[src/source/mem_macros.svh]
/* Memory unit widths and sizes */

`ifndef MEM_MACROS_SVH
`define MEM_MACROS_SVH

// Address split
`define VADDR_WIDTH 16
`define PADDR_WIDTH 12
`define PAGE_OFFSET_WIDTH 8
`define VTAG_WIDTH 8
`define PTAG_WIDTH 4

// Data path
`define DATA_WIDTH 32

// Storage
`define DTLB_ENTRIES 4
`define DMEM_WORDS 1024

`endif

[src/source/mmu_pkg.sv]
/* Memory command and response types */

`include "mem_macros.svh"

package mmu_pkg;

  typedef enum logic [2:0] {
    e_lw,
    e_lbu,
    e_sw,
    e_sb,
    e_itlb_fill
  } mem_op_e;

  typedef struct packed {
    mem_op_e                 op;
    logic [`VADDR_WIDTH-1:0] vaddr;
    logic [`DATA_WIDTH-1:0]  data;
  } mmu_cmd_s;

  // Decoded operation carried to the result stage
  typedef struct packed {
    logic       is_load;
    logic       is_store;
    logic       is_byte;
    logic       is_fill;
    logic [1:0] byte_off;
  } op_dec_s;

  typedef struct packed {
    logic [`DATA_WIDTH-1:0] data;
    logic                   miss_v;
    logic                   exc_v;
  } mem_resp_s;

endpackage

[src/source/mem_resp_gen.sv]
/* Load alignment and response */

`timescale 1ns/1ps
`include "mem_macros.svh"

module mem_resp_gen (
  input  logic                     clk_i
  , input  logic                   reset_i
  , input  logic                   stage_v_i
  , input  mmu_pkg::op_dec_s       stage_dec_i
  , input  logic                   stage_miss_i
  , input  logic                   stage_exc_i
  , input  logic [`DATA_WIDTH-1:0] rdata_i
  , output logic                   resp_v_o
  , output mmu_pkg::mem_resp_s     resp_o
);
  import mmu_pkg::*;

  mem_resp_s  resp, align_q;
  logic       resp_v, align_v_q;
  logic [7:0] sel_byte;

  assign sel_byte = rdata_i[{stage_dec_i.byte_off, 3'b000} +: 8];

  always_comb begin
    resp.miss_v = stage_miss_i;
    resp.exc_v  = stage_exc_i;
    if (stage_miss_i || stage_exc_i || !stage_dec_i.is_load) begin
      resp.data = '0;
    end else if (stage_dec_i.is_byte) begin
      resp.data = `DATA_WIDTH'(sel_byte);
    end else begin
      resp.data = rdata_i;
    end
  end

  // Fills never answer
  assign resp_v = stage_v_i & ~stage_dec_i.is_fill;

  always_ff @(posedge clk_i) begin
    if (reset_i) begin
      align_v_q <= 1'b0;
      resp_v_o  <= 1'b0;
    end else begin
      align_v_q <= resp_v;
      resp_v_o  <= align_v_q;
    end
  end

  always_ff @(posedge clk_i) begin
    align_q <= resp;
    resp_o  <= align_q;
  end

endmodule

[config.mk]
export PLATFORM = sky130hd
export DESIGN_NAME = mem_resp_gen
export DESIGN_NICKNAME = d
export VERILOG_FILES = /design/src/source/mmu_pkg.sv /design/src/source/mem_resp_gen.sv
export VERILOG_INCLUDE_DIRS = /design/src /design/src/source
export SDC_FILE = /design/constraint.sdc
export NUM_CORES = 1
export LEC_CHECK = 0
export ABC_AREA = 0
export BUFFER_PORTS_ARGS = -buffer_cell sky130_fd_sc_hd__buf_2
export CAP_MARGIN = 10
export CORE_UTILIZATION = 42
export DETAILED_ROUTE_END_ITERATION = 7
export PLACE_DENSITY = 0.82
export SYNTH_ARGS = -nofsm -noshare
export SYNTH_HDL_FRONTEND = slang
export SYNTH_SLANG_ARGS = --single-unit
[constraint.sdc]
create_clock -name clk_i -period 1.35 [get_ports clk_i]
set_clock_uncertainty 0.2 [all_clocks]
set_input_delay 0.27 -clock clk_i [delete_from_list [all_inputs] [get_ports clk_i]]
set_output_delay 0.27 -clock clk_i [all_outputs]
set_load 0.01 [all_outputs]
* Word-level counts from Yosys, hierarchy flattened
Cells that the tools add are included.
** Word-level totals
- Output and inout port bits :: 35
- Logic and storage cells :: 17
- Input bits :: 43
- Register bits :: 70
** Operators by class
- Bitwise gates (word level) :: 2
- Muxes and demuxes :: 1
- Reductions and logical operators :: 4
- Shifts and indexed selects :: 1
** Operators by type and width (count)
- variable part select 32 x 6 -> 8 bit :: 1
- two-way mux 8 bit :: 1
- logical OR 1 bit :: 2
- OR reduction 2 bit :: 1
- bitwise AND 1 bit :: 1
- zero test 1 bit :: 1
- NOT 1 bit :: 1

* Longest topological paths before layout
Gate-level depths: netlist (run 1).
- Depth in word-level cells :: 3
- Mapped depth :: 5
- Depth with buffers taken out :: 3

* Least setup slack after synthesis (run 1)
No wires, ideal clock.
- Kind :: input port to flip-flop
- From :: in stage_exc_i
- To :: reg align_q[14] (netlist bit)
- Path buffers :: 2
- Data required time :: 1.093 ns
- Path slack :: -0.035 ns
- Stages on the path :: 5
- Data arrival time :: 1.128 ns
- Setup time :: 0.057 ns
- Cells stage by stage :: or3b_1 buf_6 nor2_8 buf_6 and2_2
** On the way
- Cells in the longest elaborated chain, start to end :: 3
** RTL lines
- start, declared :: RTL line mem_resp_gen.sv:12 : , input logic stage_exc_i
- logical OR 1 bit (2 in series) :: RTL line mem_resp_gen.sv:28 : if (stage_miss_i || stage_exc_i || !stage_dec_i.is_load) begin
- OR reduction 2 bit (no source line)
- end signal, assigned :: RTL line mem_resp_gen.sv:51 : align_q <= resp;
- end, declared :: RTL line mem_resp_gen.sv:19 : mem_resp_s resp, align_q;
Every way passes these cells.
A chain may end at the register's enable or synchronous reset.

* Final worst setup path (run 1)
- From :: in rdata_i[27]
- To :: reg align_q[5] (netlist bit)
** On the way
- Cells in the longest elaborated chain, start to end :: 2
** RTL lines
- start, declared :: RTL line mem_resp_gen.sv:13 : , input logic [`DATA_WIDTH-1:0] rdata_i
- variable part select 32 x 6 -> 8 bit :: RTL line mem_resp_gen.sv:23 : assign sel_byte = rdata_i[{stage_dec_i.byte_off, 3'b000} +: 8];
- two-way mux 8 bit :: RTL line mem_resp_gen.sv:30 : end else if (stage_dec_i.is_byte) begin
Every way passes these cells.

==> results.sh, run 1 <==
export IMPL_hold_viol_final=0
export IMPL_r2r_cells=1
export IMPL_synth_seq_cells=70
export IMPL_place_gp_congestion=0.749
export IMPL_cts_path_max_buffers=2
export IMPL_cpPeakStageDelay_ns=0.55
export IMPL_peakVddDrop_mv=0.813
export IMPL_synth_edf_count=0
export IMPL_rsz0062_at_grt="no"
export IMPL_antenna_found_initial=0
export IMPL_worst_pin_slew_ns=0.314
export IMPL_setup_viol=1
export IMPL_synth_area_mux_share=0.0347
export IMPL_io_buffers=76
export IMPL_leakage_uw=0.00135
export IMPL_yosysSeqAreaShare=0.721
export IMPL_ys_warnings_count=0
export IMPL_vias=1415
export IMPL_grt_use_total=0.184
export IMPL_cts_tree="done"
export IMPL_post_route_util=0.649
export IMPL_start_kind="primary input"
export IMPL_p_clk_frac=0.432
export IMPL_grt_max_degree=25
export IMPL_finalCritPeriodShare=1.01
export IMPL_violations="negative setup slack"
export IMPL_ant_nets=0
export IMPL_required_ns=1.38
export IMPL_synth_xor_area_share=0
export IMPL_die_w_um=70.0
export IMPL_ios=78
export IMPL_drt_iter0_markers=55
export IMPL_drive_above_1_share=0.471
export IMPL_cp_data_arrival_time_ns=1.39
export IMPL_synth_compound_area_share=0.0470
export IMPL_p_comb_frac=0.066
export IMPL_path_cells="dlygate4sd3_1 > buf_2 > mux2_2 > o22ai_2 > nor3_1"
export IMPL_syn_area_sq_um=1940
export IMPL_relSlewSlack=0.790
export IMPL_hold_path_class="in2reg"
export IMPL_setup_worst_path_end_class="flip-flop"
export IMPL_area_growth_pct=47.3
export IMPL_die_h_um=70.0
export IMPL_swShare=0.216
export IMPL_routed_wirelength_um=4100
export IMPL_wl_per_cell_um=13.1
export IMPL_htree_levels=3
export IMPL_synth_cell_types=19
export IMPL_synth_cells=144
export IMPL_p_sw_uw=913
export IMPL_grt_pass1_wl_um=6480
export IMPL_final_cell_count_no_fill=313
export IMPL_p_seq_frac=0.501
export IMPL_grt_pass1_vias=1369
export IMPL_design_core_area_sq_um=4410
export IMPL_clock_fmax_mhz=736
export IMPL_overflow=0
export IMPL_cap_violations=0
export IMPL_cts_sinks=70
export IMPL_synth_ff_type="dfxtp_1"
export IMPL_dp_cells=269
export IMPL_clk_pin_slew_worst_paths_ns=0.07
export IMPL_synth_fp_nets=187
export IMPL_slowest_stage="dlygate4sd3_1"
export IMPL_synth_top_family_by_area="simple AND/OR/NAND/NOR gates"
export IMPL_crit_fanout=2
export IMPL_die_area_sq_um=4910
export IMPL_async_reset_ff_frac=0
export IMPL_avgSynthCellArea_sq_um=13.5
export IMPL_hold_depth=3
export IMPL_total_power_uw=4230
export IMPL_rows=24
export IMPL_power_per_cell_area_nw_per_um2=1480
export IMPL_p_int_uw=3320
export IMPL_yosys_area_share_simple=0.161
export IMPL_clk_latency_ns=0.34
export IMPL_critPathKind="in2reg"
export IMPL_synth_fa_ha_area_frac=0
export IMPL_nets=299
export IMPL_dr_pass1_iters=4
export IMPL_cts_root_buf="clkbuf_8"
export IMPL_fin_crit_ns=1.36
export IMPL_fin_ws_ns=-0.00897
export IMPL_routed_via_density=4.52
export IMPL_initial_core_util=0.440
export IMPL_cts_inserted_buffers=9
export IMPL_r2r_setup_slack_ns=0.64
export IMPL_place_hpwl_um=2490
export IMPL_status="complete, but fails checks"
export IMPL_diodes=0
export IMPL_finalMaxSlewViolations=0
export IMPL_drc=0
==> kinds of logic after synthesis <==
family                 count (synthesis)
AO/OA/AOI/OAI                         13
AND/OR/NAND/NOR                       48
multiplexers                           6
buffers and inverters                  7
flip-flops                            70
==> cell usage after synthesis, types with 2 or more instances <==
cell | instances | area share
a2111oi_1 | 2 | 0.010
a211oi_1 | 2 | 0.0077
and2_1 | 4 | 0.013
and2_2 | 20 | 0.077
buf_6 | 6 | 0.035
dfxtp_1 | 70 | 0.72
mux2_2 | 6 | 0.035
nand2_1 | 2 | 0.0039
nand3b_1 | 2 | 0.0077
nor2_1 | 8 | 0.015
nor2b_1 | 3 | 0.0097
nor3_1 | 6 | 0.015
o22ai_1 | 7 | 0.023
==> flip-flops by register name, indices dropped and copies added, names as in the netlist <==
register and flops:
align_q 34, align_v_q 1, resp_o 34, resp_v_o 1
==> power groups by stage <==
stage / registers [uW] / clock network [uW] / logic [uW]
6_report: 2120 / 1830 / 281
5_1_grt: 2130 / 1970 / 305
4_1_cts: 2120 / 1860 / 272
3_5_place_dp: 2170 / 0 / 206
3_3_place_gp: 2170 / 0 / 203
2_1_floorplan: 2180 / 0 / 94.3
==> cells in the final DEF (no fill, tap or decap) <==
master	netlist	routed
a2111oi_1	2	1
a2111oi_2	0	1
a211oi_1	2	2
and2_1	4	4
and2_2	20	20
buf_2	0	75
buf_4	0	3
bufinv_16	0	2
clkbuf_8	0	9
clkinv_2	0	1
clkinv_4	0	3
clkinvlp_4	0	1
dfxtp_1	70	70
dlygate4sd3_1	0	29
inv_1	1	1
mux2_2	6	6
nand2_1	2	2
nand3b_1	2	2
nor2_1	8	8
nor2_8	1	1
nor2b_1	3	3
nor3_1	6	6
nor3b_1	1	1
o21a_1	1	1
o21ai_0	1	1
o22ai_1	7	6
o22ai_2	0	1
or3b_1	1	1
==> worst max-delay path, delay by kind of cell <==
kind                   cells  cell delay [ns]
buffers and inverters      2             0.68
multiplexers               1             0.28
AO/OA/AOI/OAI              1             0.10
AND/OR/NAND/NOR            1             0.06
==> per-layer routing <==
metal	global-route usage	vias up	part of all wire	wire length [um]
met2	0.292	65	0.47	1930
met4	0.102	0	0.021	85
met3	0.0808	8	0.071	292
met1	0.205	644	0.44	1800
li1	-	698	-	-
met5	0	-	0	0
==> final timing paths <==
path / startpoint / to
hold reg to reg: align_q[9] / resp_o[9]
setup / recovery: rdata_i[27] / align_q[5]
hold / removal: rdata_i[5] / align_q[7]
setup reg to reg: align_v_q / resp_v_o
==> cell type report <==
| type | count | area, sq um |
|---|---|---|
| Fill cell | 358 | 1550 |
| Multi-Input combinational cell | 67 | 483 |
| Inverter | 1 | 3.75 |
| Tap cell | 52 | 65.1 |
| Timing Repair Buffer | 107 | 688 |
| Clock inverter | 7 | 98.8 |
| Sequential cell | 70 | 1400 |
| Clock buffer | 9 | 124 |
==> through the flow <==
step	area (sq um)	TNS (ns)	hold slack, ns	setup slack, ns
2_1_floorplan	1940	-0.621	0.0977	-0.0349
3_3_place_gp	2340	-7.78	0.111	-0.268
3_5_place_dp	2340	-8.28	0.113	-0.291
4_1_cts	2860	0	0.00152	0.00828
5_1_grt	2860	0	0.0423	0.00376
6_report	2860	-0.00897	0.0215	-0.00897
==> timing repair <==
item,4_1_cts,5_1_grt
endpoints found under the setup margin,0,3
hold endpoints to repair,32,0
buffers inserted,0,0
hold buffers,29,0
resized for setup,0,2
(Power assumes the default switching activity.)
==> run 2, diff against run 1 <==
Settings changed: CELL_PAD_IN_SITES_DETAIL_PLACEMENT from default to 1, CELL_PAD_IN_SITES_GLOBAL_PLACEMENT from default to 1, CORE_UTILIZATION 42 to 32, PLACE_DENSITY 0.82 to 0.8.
==> run 2 against run 1 <==
  * The flow now finishes without violations
  * Die area increased by 30%
  * First-iteration DRC count decreased by 29%
  * Total power increased by 2.2%
  * Non-clock buffer count increased by 5
  * Setup slack improved by 0.022 ns
  * Register-to-register slack about the same
  * Flip-flop and latch count unchanged
  * Global-route usage decreased by 1.8 points
  * Fmax increased by 1.7%
  * Sequential power about the same
  * Critical path type unchanged
==> results.sh, run 2 (synthesis gave the netlist of run 1 again) <==
export IMPL_peakVddDrop_mv=0.588
export IMPL_ant_nets=0
export IMPL_post_cts_buffers=0
export IMPL_cts_path_max_buffers=2
export IMPL_nets=304
export IMPL_wl_per_cell_um=13.8
export IMPL_r2r_setup_slack_ns=0.64
export IMPL_total_power_uw=4320
export IMPL_die_h_um=80.0
export IMPL_hold_path_class="in2reg"
export IMPL_whs_ns=0.0538
export IMPL_hold_viol_final=0
export IMPL_required_ns=1.39
export IMPL_antenna_found_initial=0
export IMPL_power_per_cell_area_nw_per_um2=1470
export IMPL_place_hpwl_um=3040
export IMPL_setup_viol=0
export IMPL_initial_core_util=0.330
export IMPL_r2r_cells=1
export IMPL_routed_wirelength_um=4720
export IMPL_dr_pass1_iters=4
export IMPL_grt_pass1_vias=1535
export IMPL_critPathKind="in2reg"
export IMPL_diodes=0
export IMPL_startpoint="rdata_i[5]"
export IMPL_cts_sinks=70
export IMPL_layout_commonest_cell="buf_2"
export IMPL_area_growth_pct=50.9
export IMPL_die_area_sq_um=6390
export IMPL_ios=78
export IMPL_relSlewSlack=0.740
export IMPL_clk_pin_slew_worst_paths_ns=0.08
export IMPL_finalMaxSlewViolations=0
export IMPL_finalCritPeriodShare=0.990
export IMPL_cap_violations=0
export IMPL_cp_data_arrival_time_ns=1.37
export IMPL_clock_fmax_mhz=748
export IMPL_grt_max_degree=25
export IMPL_place_gp_congestion=0.720
export IMPL_grt_use_total=0.166
export IMPL_drive_above_1_share=0.477
export IMPL_routed_via_density=4.25
export IMPL_die_w_um=80.0
export IMPL_crit_path_end="align_q[7]"
export IMPL_rows=28
export IMPL_io_buffers=76
export IMPL_htree_levels=3
export IMPL_r2r_end="resp_v_o"
export IMPL_worst_pin_slew_ns=0.387
export IMPL_leakage_uw=0.00138
export IMPL_setup_worst_path_end_class="flip-flop"
export IMPL_grt_pass1_wl_um=7420
export IMPL_top_regs="align_q (34), resp_o (34)"
export IMPL_cts_root_buf="clkbuf_8"
export IMPL_start_kind="primary input"
export IMPL_cts_tree="done"
export IMPL_rr_startpoint="align_v_q"
export IMPL_vias=1450
export IMPL_fin_crit_ns=1.34
export IMPL_crit_fanout=2
export IMPL_status="finished, final reports clean"
export IMPL_drc=0
export IMPL_design_core_area_sq_um=5890
export IMPL_final_cell_mix="buf_2 (76), dfxtp_1 (70), dlygate4sd3_1 (30)"
export IMPL_drt_iter0_markers=39
export IMPL_overflow=0
export IMPL_clk_latency_ns=0.35
export IMPL_cts_inserted_buffers=9
-- run 2: cell types whose count changed in the layout (fill, tap and decap cells not counted), sizes merged --
cell / delta
dlygate4sd3: +1
inv: +2
buf: +4
clkinv: -1
clkinvlp: -1
-- run 2: report_power, final --
group / switching, uW / internal (uW) / leakage, uW
Sequential: 10.7 / 2110 / 0.000569
Combinational: 121 / 170 / 0.000692
Clock: 843 / 1070 / 0.000116
-- run 2: worst min path at each step --
stage / startpoint / to / slack (ns) / cells after the start
floorplan: stage_exc_i / align_q[0] / 0.1 / 0
global placement: align_q[29] / resp_o[29] / 0.11 / 0
detailed placement: align_q[19] / resp_o[19] / 0.11 / 0
CTS: rdata_i[5] / align_q[7] / 0.006 / 3
global route: stage_dec_i[1] / align_q[7] / 0.05 / 3
finish: stage_dec_i[1] / align_q[7] / 0.05 / 3
-- run 2: repair_timing --
| item | CTS | global route |
|---|---|---|
| gates resized for setup | 1 | 1 |
| hold buffers | 29 | 1 |
| setup endpoints to repair | 1 | 18 |
| endpoints found under the hold margin | 29 | 1 |
| pin swaps | 0 | 1 |
-- run 2: cell type report --
class,count,area (sq um)
tap,75,93.8
clock buffer,9,124
timing repair buffer,112,726
sequential,70,1400
multi-input combinational,67,479
fill,686,2950
inverter,1,3.75
clock inverter,7,106
-- run 2: layer usage --
layer	part of all wire	routed length (um)	global-route usage	up-vias
met5	0	0	0	-
met4	0.025	117	0.0929	0
met3	0.057	269	0.0663	11
met2	0.52	2470	0.279	48
met1	0.39	1860	0.174	684
li1	-	-	-	707
-- run 2: per-stage QoR --
stage | setup WS, ns | TNS (ns) | utilization | std cells | area, sq um
5_1_grt | -0.0138 | -0.0138 | 0.499 | 341 | 2930
3_3_place_gp | -0.269 | -8.06 | 0.407 | 295 | 2400
6_report | 0.0131 | 0 | 0.499 | 341 | 2930
2_1_floorplan | -0.0349 | -0.621 | - | 144 | 1940
3_5_place_dp | -0.392 | -10.00 | 0.407 | 295 | 2400
4_1_cts | 0.0103 | 0 | 0.496 | 340 | 2920
-- run 2: critical path, cell delays in order --
cell,delay [ns]
dlygate4sd3_1,0.53
buf_2,0.11
o21ai_0,0.08
a2111oi_1,0.38
==> run 3, diff against run 2 <==
Settings changed: ABC_AREA 0 to 1, CORE_UTILIZATION 32 to 31, PLACE_DENSITY 0.8 to 0.81.
==> run 3 against run 2 <==
  * Fmax rose by 5.7%
  * Cell count rose by 18%
  * Non-clock buffer count fell by 1
  * Routed wire length rose by 2.4%
  * Die area rose by 7.6%
  * Critical path type is now reg2out
  * Critical endpoint is now resp_o[8]
==> results.sh, run 3 <==
export IMPL_grt_use_total=0.154
export IMPL_htree_levels=3
export IMPL_synth_cell_types=16
export IMPL_avgSynthCellArea_sq_um=9.95
export IMPL_place_hpwl_um=3450
export IMPL_path_cells="buf_2"
export IMPL_cts_resized=0
export IMPL_swShare=0.216
export IMPL_cts_path_max_buffers=2
export IMPL_clock_fmax_mhz=790
export IMPL_fin_crit_ns=1.27
export IMPL_grt_pass1_wl_um=7990
export IMPL_die_h_um=82.9
export IMPL_setup_viol=0
export IMPL_routed_via_density=4.03
export IMPL_drive_above_1_share=0.371
export IMPL_cpPeakStageDelay_ns=0.33
export IMPL_drc=0
export IMPL_grt_pass1_vias=1674
export IMPL_p_seq_frac=0.517
export IMPL_cts_root_buf="clkbuf_8"
export IMPL_synth_area_leaders="dfxtp_1 (69%), nand2_1 (8.9%), inv_1 (6.3%)"
export IMPL_synth_top_cell_area_share=0.690
export IMPL_ios=78
export IMPL_p_comb_frac=0.079
export IMPL_io_buffers=76
export IMPL_clk_latency_ns=0.33
export IMPL_synth_xor_area_share=0
export IMPL_slowest_stage="dfxtp_1"
export IMPL_synth_ff_type="dfxtp_1"
export IMPL_area_growth_pct=48.4
export IMPL_synth_fp_nets=247
export IMPL_top_regs="align_q (34), resp_o (34)"
export IMPL_synth_cells=204
export IMPL_rows=29
export IMPL_grt_max_degree=25
export IMPL_drt_iter0_markers=38
export IMPL_synth_compound_area_share=0.0222
export IMPL_synth_area_mux_share=0
export IMPL_start_kind="flip-flop"
export IMPL_async_reset_ff_frac=0
export IMPL_dr_pass1_iters=4
export IMPL_crit_family="flip-flops"
export IMPL_synth_fa_ha_area_frac=0
export IMPL_path_buf_inv=1
export IMPL_initial_core_util=0.320
export IMPL_yosys_area_share_simple=0.203
export IMPL_yosysSeqAreaShare=0.690
export IMPL_ys_top_cells_by_count="dfxtp_1 (70), nand2_1 (48), inv_1 (34), nor2_2 (20)"
export IMPL_place_ws_ns=0.00642
export IMPL_cts_sinks=70
export IMPL_crit_fanout=1
export IMPL_peakVddDrop_mv=0.820
export IMPL_antenna_found_initial=0
export IMPL_required_ns=0.88
export IMPL_cap_violations=0
export IMPL_p_int_uw=3220
export IMPL_critPathKind="reg2out"
export IMPL_p_sw_uw=890
export IMPL_routed_wirelength_um=4830
export IMPL_relSlewSlack=0.862
export IMPL_post_cts_buffers=0
export IMPL_fin_ws_ns=0.0848
export IMPL_leakage_uw=0.00158
export IMPL_synth_seq_cells=70
export IMPL_setup_worst_path_end_class="output pin"
export IMPL_syn_area_sq_um=2030
export IMPL_nets=364
export IMPL_ant_nets=0
export IMPL_synth_most_common_cell="dfxtp_1"
export IMPL_die_w_um=82.9
export IMPL_final_cell_mix="buf_2 (76), dfxtp_1 (70), nand2_1 (48)"
export IMPL_layout_commonest_cell="buf_2"
export IMPL_cts_inserted_buffers=9
export IMPL_cts_tree="done"
export IMPL_vias=1625
export IMPL_die_area_sq_um=6880
export IMPL_p_clk_frac=0.404
export IMPL_place_gp_congestion=0.740
export IMPL_finalMaxSlewViolations=0
export IMPL_cp_data_arrival_time_ns=0.80
export IMPL_design_core_area_sq_um=6350
export IMPL_hold_viol_final=0
export IMPL_diodes=0
export IMPL_status="finished, final reports clean"
export IMPL_power_per_cell_area_nw_per_um2=1360
export IMPL_synth_top_area_cell="dfxtp_1"
export IMPL_wl_per_cell_um=12.0
export IMPL_clk_pin_slew_worst_paths_ns=0.07
export IMPL_hold_path_class="in2reg"
export IMPL_worst_pin_slew_ns=0.206
export IMPL_synth_top_family_by_area="simple AND/OR/NAND/NOR gates"
export IMPL_overflow=0
export IMPL_tns_ns=0
export IMPL_finalCritPeriodShare=0.937
export IMPL_synth_edf_count=0
export IMPL_ys_warnings_count=0
export IMPL_rsz0062_at_grt="no"
## run 3: stage by stage
stage | hold WS, ns | instances | cell area [sq um] | power [uW] | util
2_1_floorplan | 0.0977 | 204 | 2030 | 2300 | -
3_3_place_gp | 0.111 | 359 | 2530 | 2430 | 0.399
3_5_place_dp | 0.113 | 359 | 2530 | 2440 | 0.399
4_1_cts | 0.00645 | 403 | 3010 | 4170 | 0.474
5_1_grt | 0.0356 | 403 | 3010 | 4300 | 0.474
6_report | 0.00824 | 403 | 3010 | 4110 | 0.474
## run 3: repair_timing
action	CTS	global route
hold buffers	28	0
endpoints found under the setup margin	0	0
endpoints found under the hold margin	27	0
## run 3: power groups by stage
| stage | Clock [uW] | Combinational [uW] | Sequential [uW] |
|---|---|---|---|
| 2_1_floorplan | 0 | 114 | 2180 |
| 5_1_grt | 1810 | 363 | 2130 |
| 3_5_place_dp | 0 | 263 | 2170 |
| 3_3_place_gp | 0 | 257 | 2170 |
| 6_report | 1660 | 324 | 2120 |
| 4_1_cts | 1720 | 328 | 2120 |
## run 3: worst paths after layout
check                           cells after the start     endpoint         from  slack, ns
worst min-delay path                                3  align_q[16]  rdata_i[14]      0.008
worst min register to register                      0   resp_o[15]  align_q[15]       0.13
worst max-delay path                                1    resp_o[8]    resp_o[8]       0.08
worst max register to register                      2     resp_v_o    align_v_q       0.68
## run 3: cell families after synthesis
kind of cell / after synthesis
AO/OA/AOI/OAI: 9
buffers and inverters: 40
flip-flops: 70
AND/OR/NAND/NOR: 85
## run 3: per-layer routing
| layer | share of wire | track usage |
|---|---|---|
| met5 | 0 | 0 |
| met4 | 0.012 | 0.0517 |
| met3 | 0.058 | 0.0567 |
| met2 | 0.51 | 0.259 |
| met1 | 0.42 | 0.182 |
## run 3: area by class of cell
type | count | area (sq um)
fillers | 740 | 3340
flip-flops and latches | 70 | 1400
repair buffers | 111 | 726
multi-input cells | 94 | 458
clock buffers | 12 | 155
inverters | 35 | 131
well taps | 77 | 96.3
clock inverters | 4 | 45.0
